<file path="src/common/fetch_pkg.sv">
`default_nettype none

package fetch_pkg;

    // first fetch after reset, in uncached kseg1
    localparam logic [31:0] reset_pc = 32'hbfc0_0000;

    // general exception entry point
    localparam logic [31:0] exc_vector = 32'hbfc0_0380;

    // clears the top three bits so kseg0 and kseg1 map onto physical memory
    localparam logic [31:0] kseg_mask = 32'h1fff_ffff;

    // major opcodes of the transfers decoded in the front end
    localparam logic [5:0] op_j   = 6'h02;
    localparam logic [5:0] op_jal = 6'h03;
    localparam logic [5:0] op_beq = 6'h04;

    // accepted requests that may wait for data at the same time
    localparam int max_outstanding = 2;

    // widths of the pc FIFO pointer and of its occupancy counters
    localparam int fifo_ptr_w = $clog2(max_outstanding);
    localparam int fifo_cnt_w = $clog2(max_outstanding + 1);

    // read request toward the instruction memory, addr is physical
    typedef struct packed {
        logic        req;
        logic [31:0] addr;
    } mem_req_t;

    // address accept, data return and read data from the instruction memory
    typedef struct packed {
        logic        addr_ok;
        logic        data_ok;
        logic [31:0] rdata;
    } mem_rsp_t;

    typedef struct packed {
        logic        valid;
        logic [31:0] pc;
        logic [31:0] inst;
    } fetch_pkt_t;

    // one-cycle pulse from the exception logic
    typedef struct packed {
        logic        exception;
        logic        eret;
        logic [31:0] epc;
    } redirect_t;

    // next-pc information from decode back to the pc selection
    typedef struct packed {
        logic        taken;
        logic [31:0] target;
        logic        fire;
    } flow_t;

endpackage

`default_nettype wire

</file>
<file path="src/fetch/if_stage.sv">
`timescale 1ns/1ps
`default_nettype none

module if_stage (
    input  logic                  clk,
    input  logic                  reset,
    input  logic                  issue,
    input  logic [31:0]           issued_pc,
    input  fetch_pkg::mem_rsp_t   mem_rsp,
    input  fetch_pkg::redirect_t  redirect,
    input  logic                  take,
    output logic                  slot_free,
    output fetch_pkg::fetch_pkt_t pkt
);

    // each entry holds the pc of a request and later its returned word
    logic [31:0] pc_q   [fetch_pkg::max_outstanding];
    logic [31:0] inst_q [fetch_pkg::max_outstanding];

    logic [fetch_pkg::fifo_ptr_w-1:0] rd_ptr;
    logic [fetch_pkg::fifo_ptr_w-1:0] ret_idx;
    logic [fetch_pkg::fifo_ptr_w-1:0] wr_idx;

    // entries waiting for data, entries holding data, returns to drop
    logic [fetch_pkg::fifo_cnt_w-1:0] outstanding;
    logic [fetch_pkg::fifo_cnt_w-1:0] ready;
    logic [fetch_pkg::fifo_cnt_w-1:0] discard;

    logic pulse;
    logic keep_ok;
    logic drop_ok;

    assign pulse   = redirect.exception | redirect.eret;
    assign drop_ok = mem_rsp.data_ok & (discard != '0);
    assign keep_ok = mem_rsp.data_ok & (discard == '0);

    // data returns in order, right behind the entries that already hold data
    assign ret_idx = rd_ptr + fetch_pkg::fifo_ptr_w'(ready);
    assign wr_idx  = rd_ptr + fetch_pkg::fifo_ptr_w'(ready + outstanding);

    // stale returns still occupy the memory, so they count too
    assign slot_free = (int'(outstanding) + int'(ready) + int'(discard))
                       < fetch_pkg::max_outstanding;

    assign pkt.valid = (ready != '0);
    assign pkt.pc    = pc_q[rd_ptr];
    assign pkt.inst  = inst_q[rd_ptr];

    always_ff @(posedge clk) begin
        if (reset) begin
            rd_ptr      <= '0;
            outstanding <= '0;
            ready       <= '0;
            discard     <= '0;
        end else if (pulse) begin
            outstanding <= '0;
            ready       <= '0;
            // all requests still in the memory become stale
            discard     <= discard + outstanding
                           - fetch_pkg::fifo_cnt_w'(mem_rsp.data_ok);
        end else begin
            if (take) begin
                rd_ptr <= rd_ptr + fetch_pkg::fifo_ptr_w'(1);
            end
            outstanding <= outstanding + fetch_pkg::fifo_cnt_w'(issue)
                           - fetch_pkg::fifo_cnt_w'(keep_ok);
            ready       <= ready + fetch_pkg::fifo_cnt_w'(keep_ok)
                           - fetch_pkg::fifo_cnt_w'(take);
            discard     <= discard - fetch_pkg::fifo_cnt_w'(drop_ok);
        end
    end

    always_ff @(posedge clk) begin
        if (issue) begin
            pc_q[wr_idx] <= issued_pc;
        end
        if (keep_ok) begin
            inst_q[ret_idx] <= mem_rsp.rdata;
        end
    end

    // every data_ok belongs to some request the memory accepted earlier
    a_rsp_expected: assert property (
        @(posedge clk) disable iff (reset)
        mem_rsp.data_ok |-> (outstanding != '0) || (discard != '0)
    );

    // live entries and stale returns together never exceed the FIFO depth
    a_no_overflow: assert property (
        @(posedge clk) disable iff (reset)
        (int'(outstanding) + int'(ready) + int'(discard)) <= fetch_pkg::max_outstanding
    );

endmodule

`default_nettype wire

</file>
<file path="src/fetch/pre_if.sv">
`timescale 1ns/1ps
`default_nettype none

module pre_if (
    input  logic                 clk,
    input  logic                 reset,
    input  fetch_pkg::redirect_t redirect,
    input  fetch_pkg::flow_t     flow,
    input  logic                 slot_free,
    output fetch_pkg::mem_req_t  mem_req,
    input  logic                 addr_ok,
    output logic [31:0]          issued_pc,
    output logic                 issue
);

    // virtual address of the next request
    logic [31:0] pc;

    // target saved while its delay slot still has to be requested
    logic [31:0] target_q;
    logic        use_target;

    // low for the first cycle after reset
    logic        started;

    // instructions requested but not yet out of decode
    logic [1:0]  in_flight;

    logic        pulse;
    logic        taken_fire;
    logic        slot_missed;
    logic        room;

    assign pulse      = redirect.exception | redirect.eret;
    assign taken_fire = flow.fire & flow.taken;

    // at most the instruction in decode and one more are in flight, so a
    // transfer in decode has never been fetched past its delay slot
    assign room = (in_flight < 2'd2);

    // transfer leaves with only itself in flight and nothing accepted now
    assign slot_missed = taken_fire & (in_flight == 2'd1) & ~issue;

    assign mem_req.req  = started & slot_free & room & ~pulse;
    // fixed segment mapping
    assign mem_req.addr = pc & fetch_pkg::kseg_mask;

    assign issue     = mem_req.req & addr_ok;
    assign issued_pc = pc;

    always_ff @(posedge clk) begin
        if (reset) begin
            started <= 1'b0;
        end else begin
            started <= 1'b1;
        end
    end

    always_ff @(posedge clk) begin
        if (reset) begin
            in_flight <= 2'd0;
        end else if (pulse) begin
            // everything in flight is thrown away downstream
            in_flight <= 2'd0;
        end else begin
            in_flight <= in_flight + 2'(issue) - 2'(flow.fire);
        end
    end

    always_ff @(posedge clk) begin
        if (reset) begin
            pc         <= fetch_pkg::reset_pc;
            use_target <= 1'b0;
        end else if (pulse) begin
            use_target <= 1'b0;
            if (redirect.exception) begin
                pc <= fetch_pkg::exc_vector;
            end else begin
                pc <= redirect.epc;
            end
        end else if (slot_missed) begin
            // pc already points at the delay slot, keep it and jump after
            use_target <= 1'b1;
        end else if (taken_fire) begin
            // delay slot requested already or accepted in this cycle
            pc <= flow.target;
        end else if (issue) begin
            if (use_target) begin
                pc         <= target_q;
                use_target <= 1'b0;
            end else begin
                pc <= pc + 32'd4;
            end
        end
    end

    always_ff @(posedge clk) begin
        if (slot_missed) begin
            target_q <= flow.target;
        end
    end

    // a pending request keeps its address until the memory takes it
    a_req_steady: assert property (
        @(posedge clk) disable iff (reset)
        (mem_req.req && !addr_ok) ##1 !pulse |-> mem_req.req && $stable(mem_req.addr)
    );

    // a saved target goes out before any later word can leave decode
    a_target_first: assert property (
        @(posedge clk) disable iff (reset)
        use_target |-> !flow.fire
    );

endmodule

`default_nettype wire

</file>
<file path="src/hw/branch_decode.sv">
`timescale 1ns/1ps
`default_nettype none

module branch_decode (
    input  logic                  clk,
    input  logic                  reset,
    input  fetch_pkg::fetch_pkt_t in_pkt,
    output logic                  take,
    input  fetch_pkg::redirect_t  redirect,
    output fetch_pkg::flow_t      flow,
    output fetch_pkg::fetch_pkt_t out_pkt,
    input  logic                  out_ready
);

    logic        valid_q;
    logic [31:0] pc_q;
    logic [31:0] inst_q;

    logic        pulse;
    logic        load;
    logic [5:0]  opcode;
    logic        is_jump;
    logic        is_b;
    logic [31:0] pc_plus4;
    logic [31:0] j_target;
    logic [31:0] b_target;

    assign pulse = redirect.exception | redirect.eret;

    // register is free when empty or when its word leaves now
    assign load = ~valid_q | out_ready;
    assign take = load & in_pkt.valid;

    always_ff @(posedge clk) begin
        if (reset) begin
            valid_q <= 1'b0;
        end else if (pulse) begin
            valid_q <= 1'b0;
        end else if (load) begin
            valid_q <= in_pkt.valid;
        end
    end

    always_ff @(posedge clk) begin
        if (take) begin
            pc_q   <= in_pkt.pc;
            inst_q <= in_pkt.inst;
        end
    end

    assign opcode  = inst_q[31:26];
    assign is_jump = (opcode == fetch_pkg::op_j) || (opcode == fetch_pkg::op_jal);
    // b is beq with rs and rt both zero, so it is always taken
    assign is_b    = (opcode == fetch_pkg::op_beq)
                     && (inst_q[25:21] == 5'd0) && (inst_q[20:16] == 5'd0);

    assign pc_plus4 = pc_q + 32'd4;
    // j and jal stay inside the 256 MB region of the delay slot
    assign j_target = {pc_plus4[31:28], inst_q[25:0], 2'b00};
    assign b_target = pc_plus4 + {{14{inst_q[15]}}, inst_q[15:0], 2'b00};

    assign flow.taken  = valid_q & (is_jump | is_b);
    assign flow.target = is_jump ? j_target : b_target;
    assign flow.fire   = valid_q & out_ready;

    assign out_pkt.valid = valid_q;
    assign out_pkt.pc    = pc_q;
    assign out_pkt.inst  = inst_q;

    // a stalled word stays put unless a redirect flushes it
    a_out_hold: assert property (
        @(posedge clk) disable iff (reset)
        (out_pkt.valid && !out_ready && !pulse) |=> out_pkt.valid && $stable(out_pkt)
    );

endmodule

`default_nettype wire

</file>
<file path="src/hw/fetch_top.sv">
`timescale 1ns/1ps
`default_nettype none

module fetch_top (
    input  logic                  clk,
    input  logic                  reset,
    output fetch_pkg::mem_req_t   mem_req,
    input  fetch_pkg::mem_rsp_t   mem_rsp,
    input  fetch_pkg::redirect_t  redirect,
    output fetch_pkg::fetch_pkt_t out_pkt,
    input  logic                  out_ready
);

    // decode back to pc selection
    fetch_pkg::flow_t      flow;

    // request tracking between pc selection and the fetch buffer
    logic                  slot_free;
    logic                  issue;
    logic [31:0]           issued_pc;

    // fetched word and its handoff into decode
    fetch_pkg::fetch_pkt_t if_pkt;
    logic                  take;

    pre_if u_pre_if (
        .clk       (clk),
        .reset     (reset),
        .redirect  (redirect),
        .flow      (flow),
        .slot_free (slot_free),
        .mem_req   (mem_req),
        .addr_ok   (mem_rsp.addr_ok),
        .issued_pc (issued_pc),
        .issue     (issue)
    );

    if_stage u_if_stage (
        .clk       (clk),
        .reset     (reset),
        .issue     (issue),
        .issued_pc (issued_pc),
        .mem_rsp   (mem_rsp),
        .redirect  (redirect),
        .take      (take),
        .slot_free (slot_free),
        .pkt       (if_pkt)
    );

    branch_decode u_branch_decode (
        .clk       (clk),
        .reset     (reset),
        .in_pkt    (if_pkt),
        .take      (take),
        .redirect  (redirect),
        .flow      (flow),
        .out_pkt   (out_pkt),
        .out_ready (out_ready)
    );

endmodule

`default_nettype wire

</file>
<file path="config.mk">
export PLATFORM = sky130hd
export DESIGN_NAME = fetch_top
export DESIGN_NICKNAME = d
export VERILOG_FILES = /design/src/common/fetch_pkg.sv /design/src/fetch/if_stage.sv /design/src/fetch/pre_if.sv /design/src/hw/branch_decode.sv /design/src/hw/fetch_top.sv
export SDC_FILE = /design/constraint.sdc
export NUM_CORES = 1
export LEC_CHECK = 0
export ABC_CLOCK_PERIOD_IN_PS = 8600
export BUFFER_PORTS_ARGS = -buffer_cell sky130_fd_sc_hd__buf_2
export CAP_MARGIN = 20
export CORE_MARGIN = 4
export CORE_UTILIZATION = 63
export DETAILED_ROUTE_END_ITERATION = 6
export MAX_ROUTING_LAYER = met4
export PLACE_DENSITY = 0.93
export SYNTH_ARGS = -nofsm -noshare
export SYNTH_HDL_FRONTEND = slang
export SYNTH_SLANG_ARGS = --single-unit
</file>
<file path="constraint.sdc">
create_clock -name clk -period 8.6 [get_ports clk]
set_input_delay 0 -clock clk [delete_from_list [all_inputs] [get_ports clk]]
set_output_delay 0 -clock clk [all_outputs]
set_load 0.03 [all_outputs]
</file>
==> results of run 1 <==
critical path, stage by stage (launching register included):
cell and delay, ns:
edfxtp_1 0.48, and4_1 0.49, and3_1 0.38, inv_1 0.07, nor2_1 0.29, nand3_1 0.16
xnor2_1 0.15, ha_1 0.40, a21o_1 0.22, a21o_1 0.16, a21oi_1 0.18, o21ai_0 0.16
o21ai_1 0.45, or3_1 0.19, a41oi_1 0.11, a221o_1 0.36, dlygate4sd3_1 0.54
area by class of cell:
class	instances	area [sq um]
Multi-Input combinational cell	845	5879
Sequential cell	268	7609
Tap cell	280	350.3
Timing Repair Buffer	246	1604
Fill cell	1366	5430
Clock inverter	18	191.4
Inverter	30	112.6
Clock buffer	32	714.4
repair_timing:
action | CTS | global route
endpoints found under the setup margin | 0 | 0
setup buffers | 0 | 0
gates resized for setup | 0 | 0
hold endpoints to repair | 100 | 0
hold buffers | 68 | 0
metal layers:
metal | share of wire, % | GRT usage (%) | vias to the layer above
li1 | - | - | 4940
met1 | 37 | 45.13 | 5330
met2 | 46 | 54.14 | 838
met3 | 12 | 8.029 | 191
met4 | 4.5 | 12.86 | 0
met5 | 0 | - | -
worst max path at each step:
stage	startpoint	endpoint	slack [ns]	cells past startpoint
2_1_floorplan	u_if_stage.ready[0]	u_if_stage.pc_q[0][0]	4.37	10
5_1_grt	u_branch_decode.pc_q[4]	u_pre_if.issued_pc[24]	3.50	16
3_5_place_dp	u_branch_decode.pc_q[4]	u_pre_if.issued_pc[31]	4.37	13
3_3_place_gp	u_branch_decode.pc_q[4]	u_pre_if.issued_pc[31]	4.47	13
6_report	u_branch_decode.pc_q[4]	u_pre_if.issued_pc[24]	3.69	16
4_1_cts	u_branch_decode.pc_q[4]	u_pre_if.issued_pc[24]	3.82	16
placed cells by master (no fill, tap or decap), drive strengths merged, types with 35 or more instances in the layout:
| cell | instances |
|---|---|
| nand3 | 35 |
| xor2 | 37 |
| o21ai | 51 |
| ha | 47 |
| dlygate4sd3 | 68 |
| mux2 | 68 |
| nand2 | 113 |
| a21oi | 66 |
| edfxtp | 224 |
| nor2 | 93 |
| buf | 178 |
| dfxtp | 44 |
| xnor2 | 55 |
state kept, by name, indices dropped and copies added, names as in the netlist:
signal,count
u_if_stage.inst_q,64
u_branch_decode.inst_q,32
u_pre_if.target_q,32
u_if_stage.ready,2
u_if_stage.pc_q,64
u_if_stage.outstanding,2
u_pre_if.in_flight,2
u_pre_if.issued_pc,32
u_if_stage.rd_ptr,1
u_branch_decode.pc_q,32
u_pre_if.use_target,1
u_if_stage.discard,2
u_pre_if.started,1
u_branch_decode.valid_q,1
power by group through the flow:
stage	clock network, mW	logic [mW]	registers (mW)
after floorplan	0	0.259	1.56
after global placement	0	0.377	1.55
after detailed placement	0	0.386	1.56
after CTS	1.21	0.416	1.53
after global routing	1.28	0.462	1.54
final	1.22	0.430	1.53
cell families after synthesis:
group                    count (synthesis)  share of synthesized area (%)
AND/OR/NAND/NOR                        372                          13.07
XOR/XNOR                                92                          5.869
buffers and inverters                  119                          4.213
other                                    1                        0.02669
AO/OA/AOI/OAI                          254                          12.18
flip-flops                             268                          54.15
multiplexers                            74                          5.878
adder cells (fa/ha/maj)                 50                          4.613
==> metrics.md, run 1 <==
| Metric | Value |
|---|---|
| Outcome | finished, final reports clean |
| Total power | 3.184 mW |
| Pre-CTS WS | 4.372 ns |
| Drt initial violations | 1435 |
| Synthesized instance count | 1230 |
| Min-delay worst type | input port to flip-flop |
| Worst-Margin Slew | 1.119 ns |
| Die ar. | 24750 sq um |
| CP arrival | 5.35 ns |
| H-tree levels | 1 |
| Synth area leader | edfxtp_1 |
| Vias/cell | 6.573 |
| FF+latch count, synth | 268 |
| # rows | 54 |
| Initial antenna violation count | 0 |
| Die X | 157.3 microns |
| Vias in the first global route | 11050 |
| Post-synth top flop | edfxtp_1 |
| Max Fclk | 0.2035 GHz |
| Nets | 1539 |
| Maxcap violations | 0 |
| Setup TNS | 0 ns |
| FF-to-FF End | u_pre_if.issued_pc[24] |
| Hold Path Depth | 6 |
| Overall Global Routing Usage | 34.82% |
| Post-synth ARST share | 0% |
| Max VDD drop | 229.0 uV |
| Clk Latency, worst-skew pair | 0.57 ns |
| Synth top cells by count | edfxtp_1 (224), nand2_1 (113), nor2_1 (91) |
| Instance area at placement | 14870 sq um |
| P_int | 2.335 mW |
| Final Wtd Congestion | 0.9981 |
| Initial Utilization | 64.17% |
| Seq pwr share | 48.2% |
| Crit. End Element | flip-flop |
| P per Cell Area | 193.4 nW/um^2 |
| Via count | 11300 |
| HPWL after DPL | 27.22 mm |
| Setup violations, final | 0 |
| Die Y | 157.3 microns |
| Library cells used by synthesis | 91 |
| Clock Tree Buf Depth | 3 |
| Final hold viol count | 0 |
| Part of the cycle the worst path needs | 57.13% |
| Dpl cells | 1601 |
| Pins Over Slew Limit | 0 |
| # DRC | 0 |
| Fraction of layout cells with a size suffix above 1 | 21.89% |
| Number of port buffers | 165 |
| Antenna Cells | 0 |
| Most common cell in the netlist | edfxtp_1 |
| Post-DR wirelength/cell | 24.55 microns |
| Hold slack | 0.05965 ns |
| Psw | 0.8490 mW |
| TritonRoute pass-1 iters | 6 |
| Clock skew | 0.01757 ns |
| Required @ worst endpoint | 9.04 ns |
| Largest net degree at the start of global routing | 67 |
| Flop-to-flop setup slack | 3.69 ns |
| CTS Sinks | 268 |
| WHS Endpoint | u_if_stage.discard[0] |
| Hold_sp | mem_rsp[32] |
| Inserted Clock Buffers | 27 |
| P&R area growth vs syn | 17.17% |
| Routed wire length | 42.21 mm |
| Fin crit period | 4.913 ns |
| Setup ws final | 3.687 ns |
| Non-Filler Instances | 1719 |
| Root Buffer | clkbuf_16 |
| Synth top area share | 47.88% |
| Reg2reg start | u_branch_decode.pc_q[4] |
| Area contributors post-synth | edfxtp_1 (48%), dfxtp_1 (6.3%), mux2_2 (5.5%), ha_1 (4.2%), xnor2_1 (3.4%) |
| Core Area | 21890 sq um |
| Syn avg cell area | 11.42 sq um |
| Seq/Total Area, Yosys | 54.15% |
| Core Util, Final | 75.19% |
| CTS tree | yes |
| RSZ-0062 raised after global routing | no |
| Crit-path max FO | 8 |
| Slew Limit Headroom | 25.40% |
| Worst R2R Path Depth | 16 |
| Antenna viol nets, final | 0 |
| Post-synth EDFFs | 224 |
| Congestion Overflow GR | 0 |
| Synth Cell Area | 14050 sq um |
| First-pass GRT wire length | 64.59 mm |
| Sw frac | 26.66% |
| Critical path class | flip-flop to flip-flop |
| Syn. warnings | 0 |
| IO Pins | 169 |
| Fin area | 16460 sq um |
| Logic gate share of total power | 13.5% |
| Startpoint type of the worst setup path | flip-flop |
| Clock share of power | 38.3% |
| Worst-path clk slew | 0.07 ns |
| Lkg Pwr | 6.225 nW |
No activity file was read; power rests on OpenSTA's default activity.
==> run 2: changes to the inputs <==
--- a/config.mk
+++ b/config.mk
@@ -5,14 +5,15 @@
 export SDC_FILE = /design/constraint.sdc
 export NUM_CORES = 1
 export LEC_CHECK = 0
-export ABC_CLOCK_PERIOD_IN_PS = 8600
+export ABC_AREA = 1
+export ABC_CLOCK_PERIOD_IN_PS = 4700
 export BUFFER_PORTS_ARGS = -buffer_cell sky130_fd_sc_hd__buf_2
 export CAP_MARGIN = 20
 export CORE_MARGIN = 4
-export CORE_UTILIZATION = 63
+export CORE_UTILIZATION = 59
 export DETAILED_ROUTE_END_ITERATION = 6
 export MAX_ROUTING_LAYER = met4
-export PLACE_DENSITY = 0.93
+export PLACE_DENSITY = 0.89
 export SYNTH_ARGS = -nofsm -noshare
 export SYNTH_HDL_FRONTEND = slang
 export SYNTH_SLANG_ARGS = --single-unit
==> constraint.sdc (replaced) <==
create_clock -name clk -period 4.7 [get_ports clk]
set_input_delay 0 -clock clk [delete_from_list [all_inputs] [get_ports clk]]
set_output_delay 0 -clock clk [all_outputs]
set_load 0.03 [all_outputs]
==> run 2 against run 1 <==
Net effect:
- register-to-register slack got worse by 3.1 ns
- setup slack lost 3.1 ns
- die area is 9.0% higher
- clock-buffer cell count is 6 higher
- sequential cell count stayed put
- worst hold slack worse by 0.044 ns
- largest cell class unchanged
==> metrics.md, run 2 <==
| Metric | Value |
|---|---|
| Overall Global Routing Usage | 33.77% (-1.1 points) |
| Seq/Total Area, Yosys | 52.82% (-1.3 points) |
| Antenna Cells | 0 (unchanged) |
| Largest net degree at the start of global routing | 67 (unchanged) |
| Fill count | 1724 (+26%) |
| Hold slack | 0.01589 ns (-0.04376 ns) |
| Antenna viol nets, final | 0 (unchanged) |
| Most common cell in the netlist | nand2_1 |
| P per Cell Area | 335.8 nW/um^2 (+74%) |
| CP startpoint | u_branch_decode.pc_q[2] |
| Routed wire length | 44.67 mm (+5.8%) |
| Part of the cycle the worst path needs | 87.55% (+30 points) |
| Worst-Margin Slew | 1.109 ns (-0.009734 ns) |
| Root Buffer | clkbuf_16 |
| CTS Sinks | 268 (unchanged) |
| Final Wtd Congestion | 1.118 (+12%) |
| Clock skew | 0.01636 ns (-0.001207 ns) |
| Vias in the first global route | 12230 (+11%) |
| CP arrival | 4.54 ns (-0.81 ns) |
| Clock Tree Buf Depth | 3 (unchanged) |
| Worst-path clk slew | 0.06 ns (about the same) |
| Fin crit period | 4.115 ns (-0.7984 ns) |
| IO Pins | 169 (unchanged) |
| Crit. End Element | flip-flop |
| Maxcap violations | 0 (unchanged) |
| Fraction of layout cells with a size suffix above 1 | 13.08% (-8.8 points) |
| Synth top area share | 46.71% (-1.2 points) |
| Inserted Clock Buffers | 27 (unchanged) |
| Post-synth ARST share | 0% (unchanged) |
| FF+latch count, synth | 268 (unchanged) |
| Cell mode on critical path | nand2_1 |
| Synth area leader | edfxtp_1 |
| Slew Limit Headroom | 25.97% (+0.57 points) |
| Lkg Pwr | 7.242 nW (+16%) |
| Worst R2R Path Depth | 18 (+2) |
| Critical path class | flip-flop to flip-flop |
| Setup violations, final | 0 (unchanged) |
| Final hold viol count | 0 (unchanged) |
| Initial Utilization | 60.63% (-3.5 points) |
| # rows | 56 (+3.7%) |
| Cell breakdown of the critical path | ha_1, inv_1, nor3_1, inv_1, nor3_1, nand2_1, nor2_1, xor2_1, ha_1, a21oi_1, nand2_1, a21oi_1, nand2_1, xor2_1, nand2_1, nand2_1, o21ai_0, a21oi_1 |
| Startpoint type of the worst setup path | flip-flop |
| Die X | 164.2 microns (+4.4%) |
| CTS tree | yes |
| Nets | 1981 (+29%) |
| Pins Over Slew Limit | 0 (unchanged) |
| Crit-path max FO | 6 (-2) |
| Critical Path End | u_pre_if.issued_pc[19] |
| Synth top cells by count | nand2_1 (560), edfxtp_1 (224), inv_1 (139) |
| Setup TNS | 0 ns (unchanged) |
| FF-to-FF End | u_pre_if.issued_pc[19] |
| RSZ-0062 raised after global routing | no |
| Flop-to-flop setup slack | 0.59 ns (-3.10 ns) |
| Vias/cell | 5.795 (-12%) |
| H-tree levels | 1 (unchanged) |
| Core Area | 23750 sq um (+8.5%) |
| Min-delay worst type | input port to flip-flop |
| CP max-delay cell | edfxtp_1 |
| Drt initial violations | 1670 (+16%) |
| Required @ worst endpoint | 5.12 ns (-3.92 ns) |
| Area contributors post-synth | edfxtp_1 (47%), nand2_1 (15%), dfxtp_1 (6.1%), ha_1 (4.1%), a21oi_1 (3.8%) |
| TritonRoute pass-1 iters | 5 (-1) |
| Number of port buffers | 165 (unchanged) |
| Post-DR wirelength/cell | 20.31 microns (-17%) |
| Synthesized instance count | 1660 (+35%) |
| Setup bufs post-CTS | 0 (unchanged) |
| Most frequent cells in the layout | nand2_1 (560), edfxtp_1 (224), buf_2 (165) |
| Reg2reg start | u_branch_decode.pc_q[2] |
| Top Registers | u_if_stage.inst_q: 64 flops, u_if_stage.pc_q: 64 flops |
| Via count | 12750 (+13%) |
| First-pass GRT wire length | 68.03 mm (+5.3%) |
| Post-synth EDFFs | 224 (unchanged) |
| Die Y | 164.2 microns (+4.4%) |
| Clk Latency, worst-skew pair | 0.55 ns (-0.02 ns) |
| Library cells used by synthesis | 47 (-48%) |
| Initial antenna violation count | 0 (unchanged) |
| Synth Cell Area | 14400 sq um (+2.5%) |
| Max Fclk | 0.2430 GHz (+19%) |
| Die ar. | 26970 sq um (+9.0%) |
| Syn avg cell area | 8.675 sq um (-24%) |
| Syn. warnings | 0 (unchanged) |
| Max VDD drop | 325.9 uV (+42%) |
| Post-synth top flop | edfxtp_1 |
| Commonest non-fill, non-tap cell in the layout | nand2_1 |
| # DRC | 0 (unchanged) |
| HPWL after DPL | 30.87 mm (+13%) |
| CP peak stage delay | 0.42 ns (-0.12 ns) |
| Congestion Overflow GR | 0 (unchanged) |
| Outcome | finished, final reports clean |
| P&R area growth vs syn | 17.47% |
## run 2: through the flow
stage	std cells	util [%]	power, mW	setup WS [ns]	instance area (sq um)
after CTS	2199	71.14	5.631	0.6965	16900
after floorplan	1662	-	3.310	0.1972	14410
after detailed placement	2076	64.51	3.546	0.7613	15320
after global placement	2076	64.51	3.524	0.8656	15320
after global routing	2200	71.22	5.864	0.3207	16920
final	2200	71.22	5.681	0.5852	16920
## run 2: layer usage
metal / GRT usage [%] / routed length (microns) / share of wire [%]
met5: - / 0 / 0
met4: 12.89 / 2006 / 4.5
met3: 6.324 / 4594 / 10
met2: 53.65 / 20880 / 47
met1: 43.42 / 17190 / 38
## run 2: cell families (layout without fill, tap and decap cells)
family / after synthesis / after routing / share of synthesized area, %
flip-flops: 268 / 268 / 52.82
other: 1 / 3 / 0.02604
AO/OA/AOI/OAI: 228 / 228 / 8.488
XOR/XNOR: 58 / 58 / 3.527
adder cells (fa/ha/maj): 50 / 50 / 4.500
AND/OR/NAND/NOR: 826 / 826 / 23.60
buffers and inverters: 229 / 448 / 7.037
## run 2: critical path: cells and delay by family (launching register included)
kind | cells | cell delay (ns)
compound gates | 4 | 0.97
xor+xnor | 2 | 0.39
fa+ha+maj | 2 | 0.59
buf+inv | 2 | 0.20
flops | 1 | 0.42
simple gates | 8 | 1.40
## run 2: worst min path at each step
stage	end	slack, ns	depth (start not counted)	from
floorplan	u_if_stage.discard[1]	0.07	1	reset
CTS	u_pre_if.use_target	0.004	4	mem_rsp[33]
global route	u_pre_if.issued_pc[26]	0.05	5	redirect[33]
finish	u_pre_if.use_target	0.02	4	mem_rsp[33]
global placement	u_if_stage.discard[1]	0.18	2	reset
detailed placement	u_if_stage.discard[1]	0.18	2	reset
## run 2: repair_timing
| action | in CTS | in global routing |
|---|---|---|
| setup endpoints to repair | 0 | 0 |
| gates resized for setup | 0 | 0 |
| hold buffers | 73 | 0 |
| hold endpoints to repair | 99 | 0 |
## run 2: layout make-up
class,count,area (sq um),area share [%]
multi-input combinational,1165,5821,34.41
clock inverter,12,97.59,0.5769
inverter,148,560.5,3.313
sequential,268,7609,44.97
timing repair buffer,250,1684,9.955
clock buffer,38,747.0,4.415
tap,319,399.1,2.359
## run 2: power by group
group	internal [mW]	total (mW)	switching, mW
Combinational	0.265	0.777	0.512
Clock	1.17	2.10	0.936
Sequential	2.70	2.80	0.101
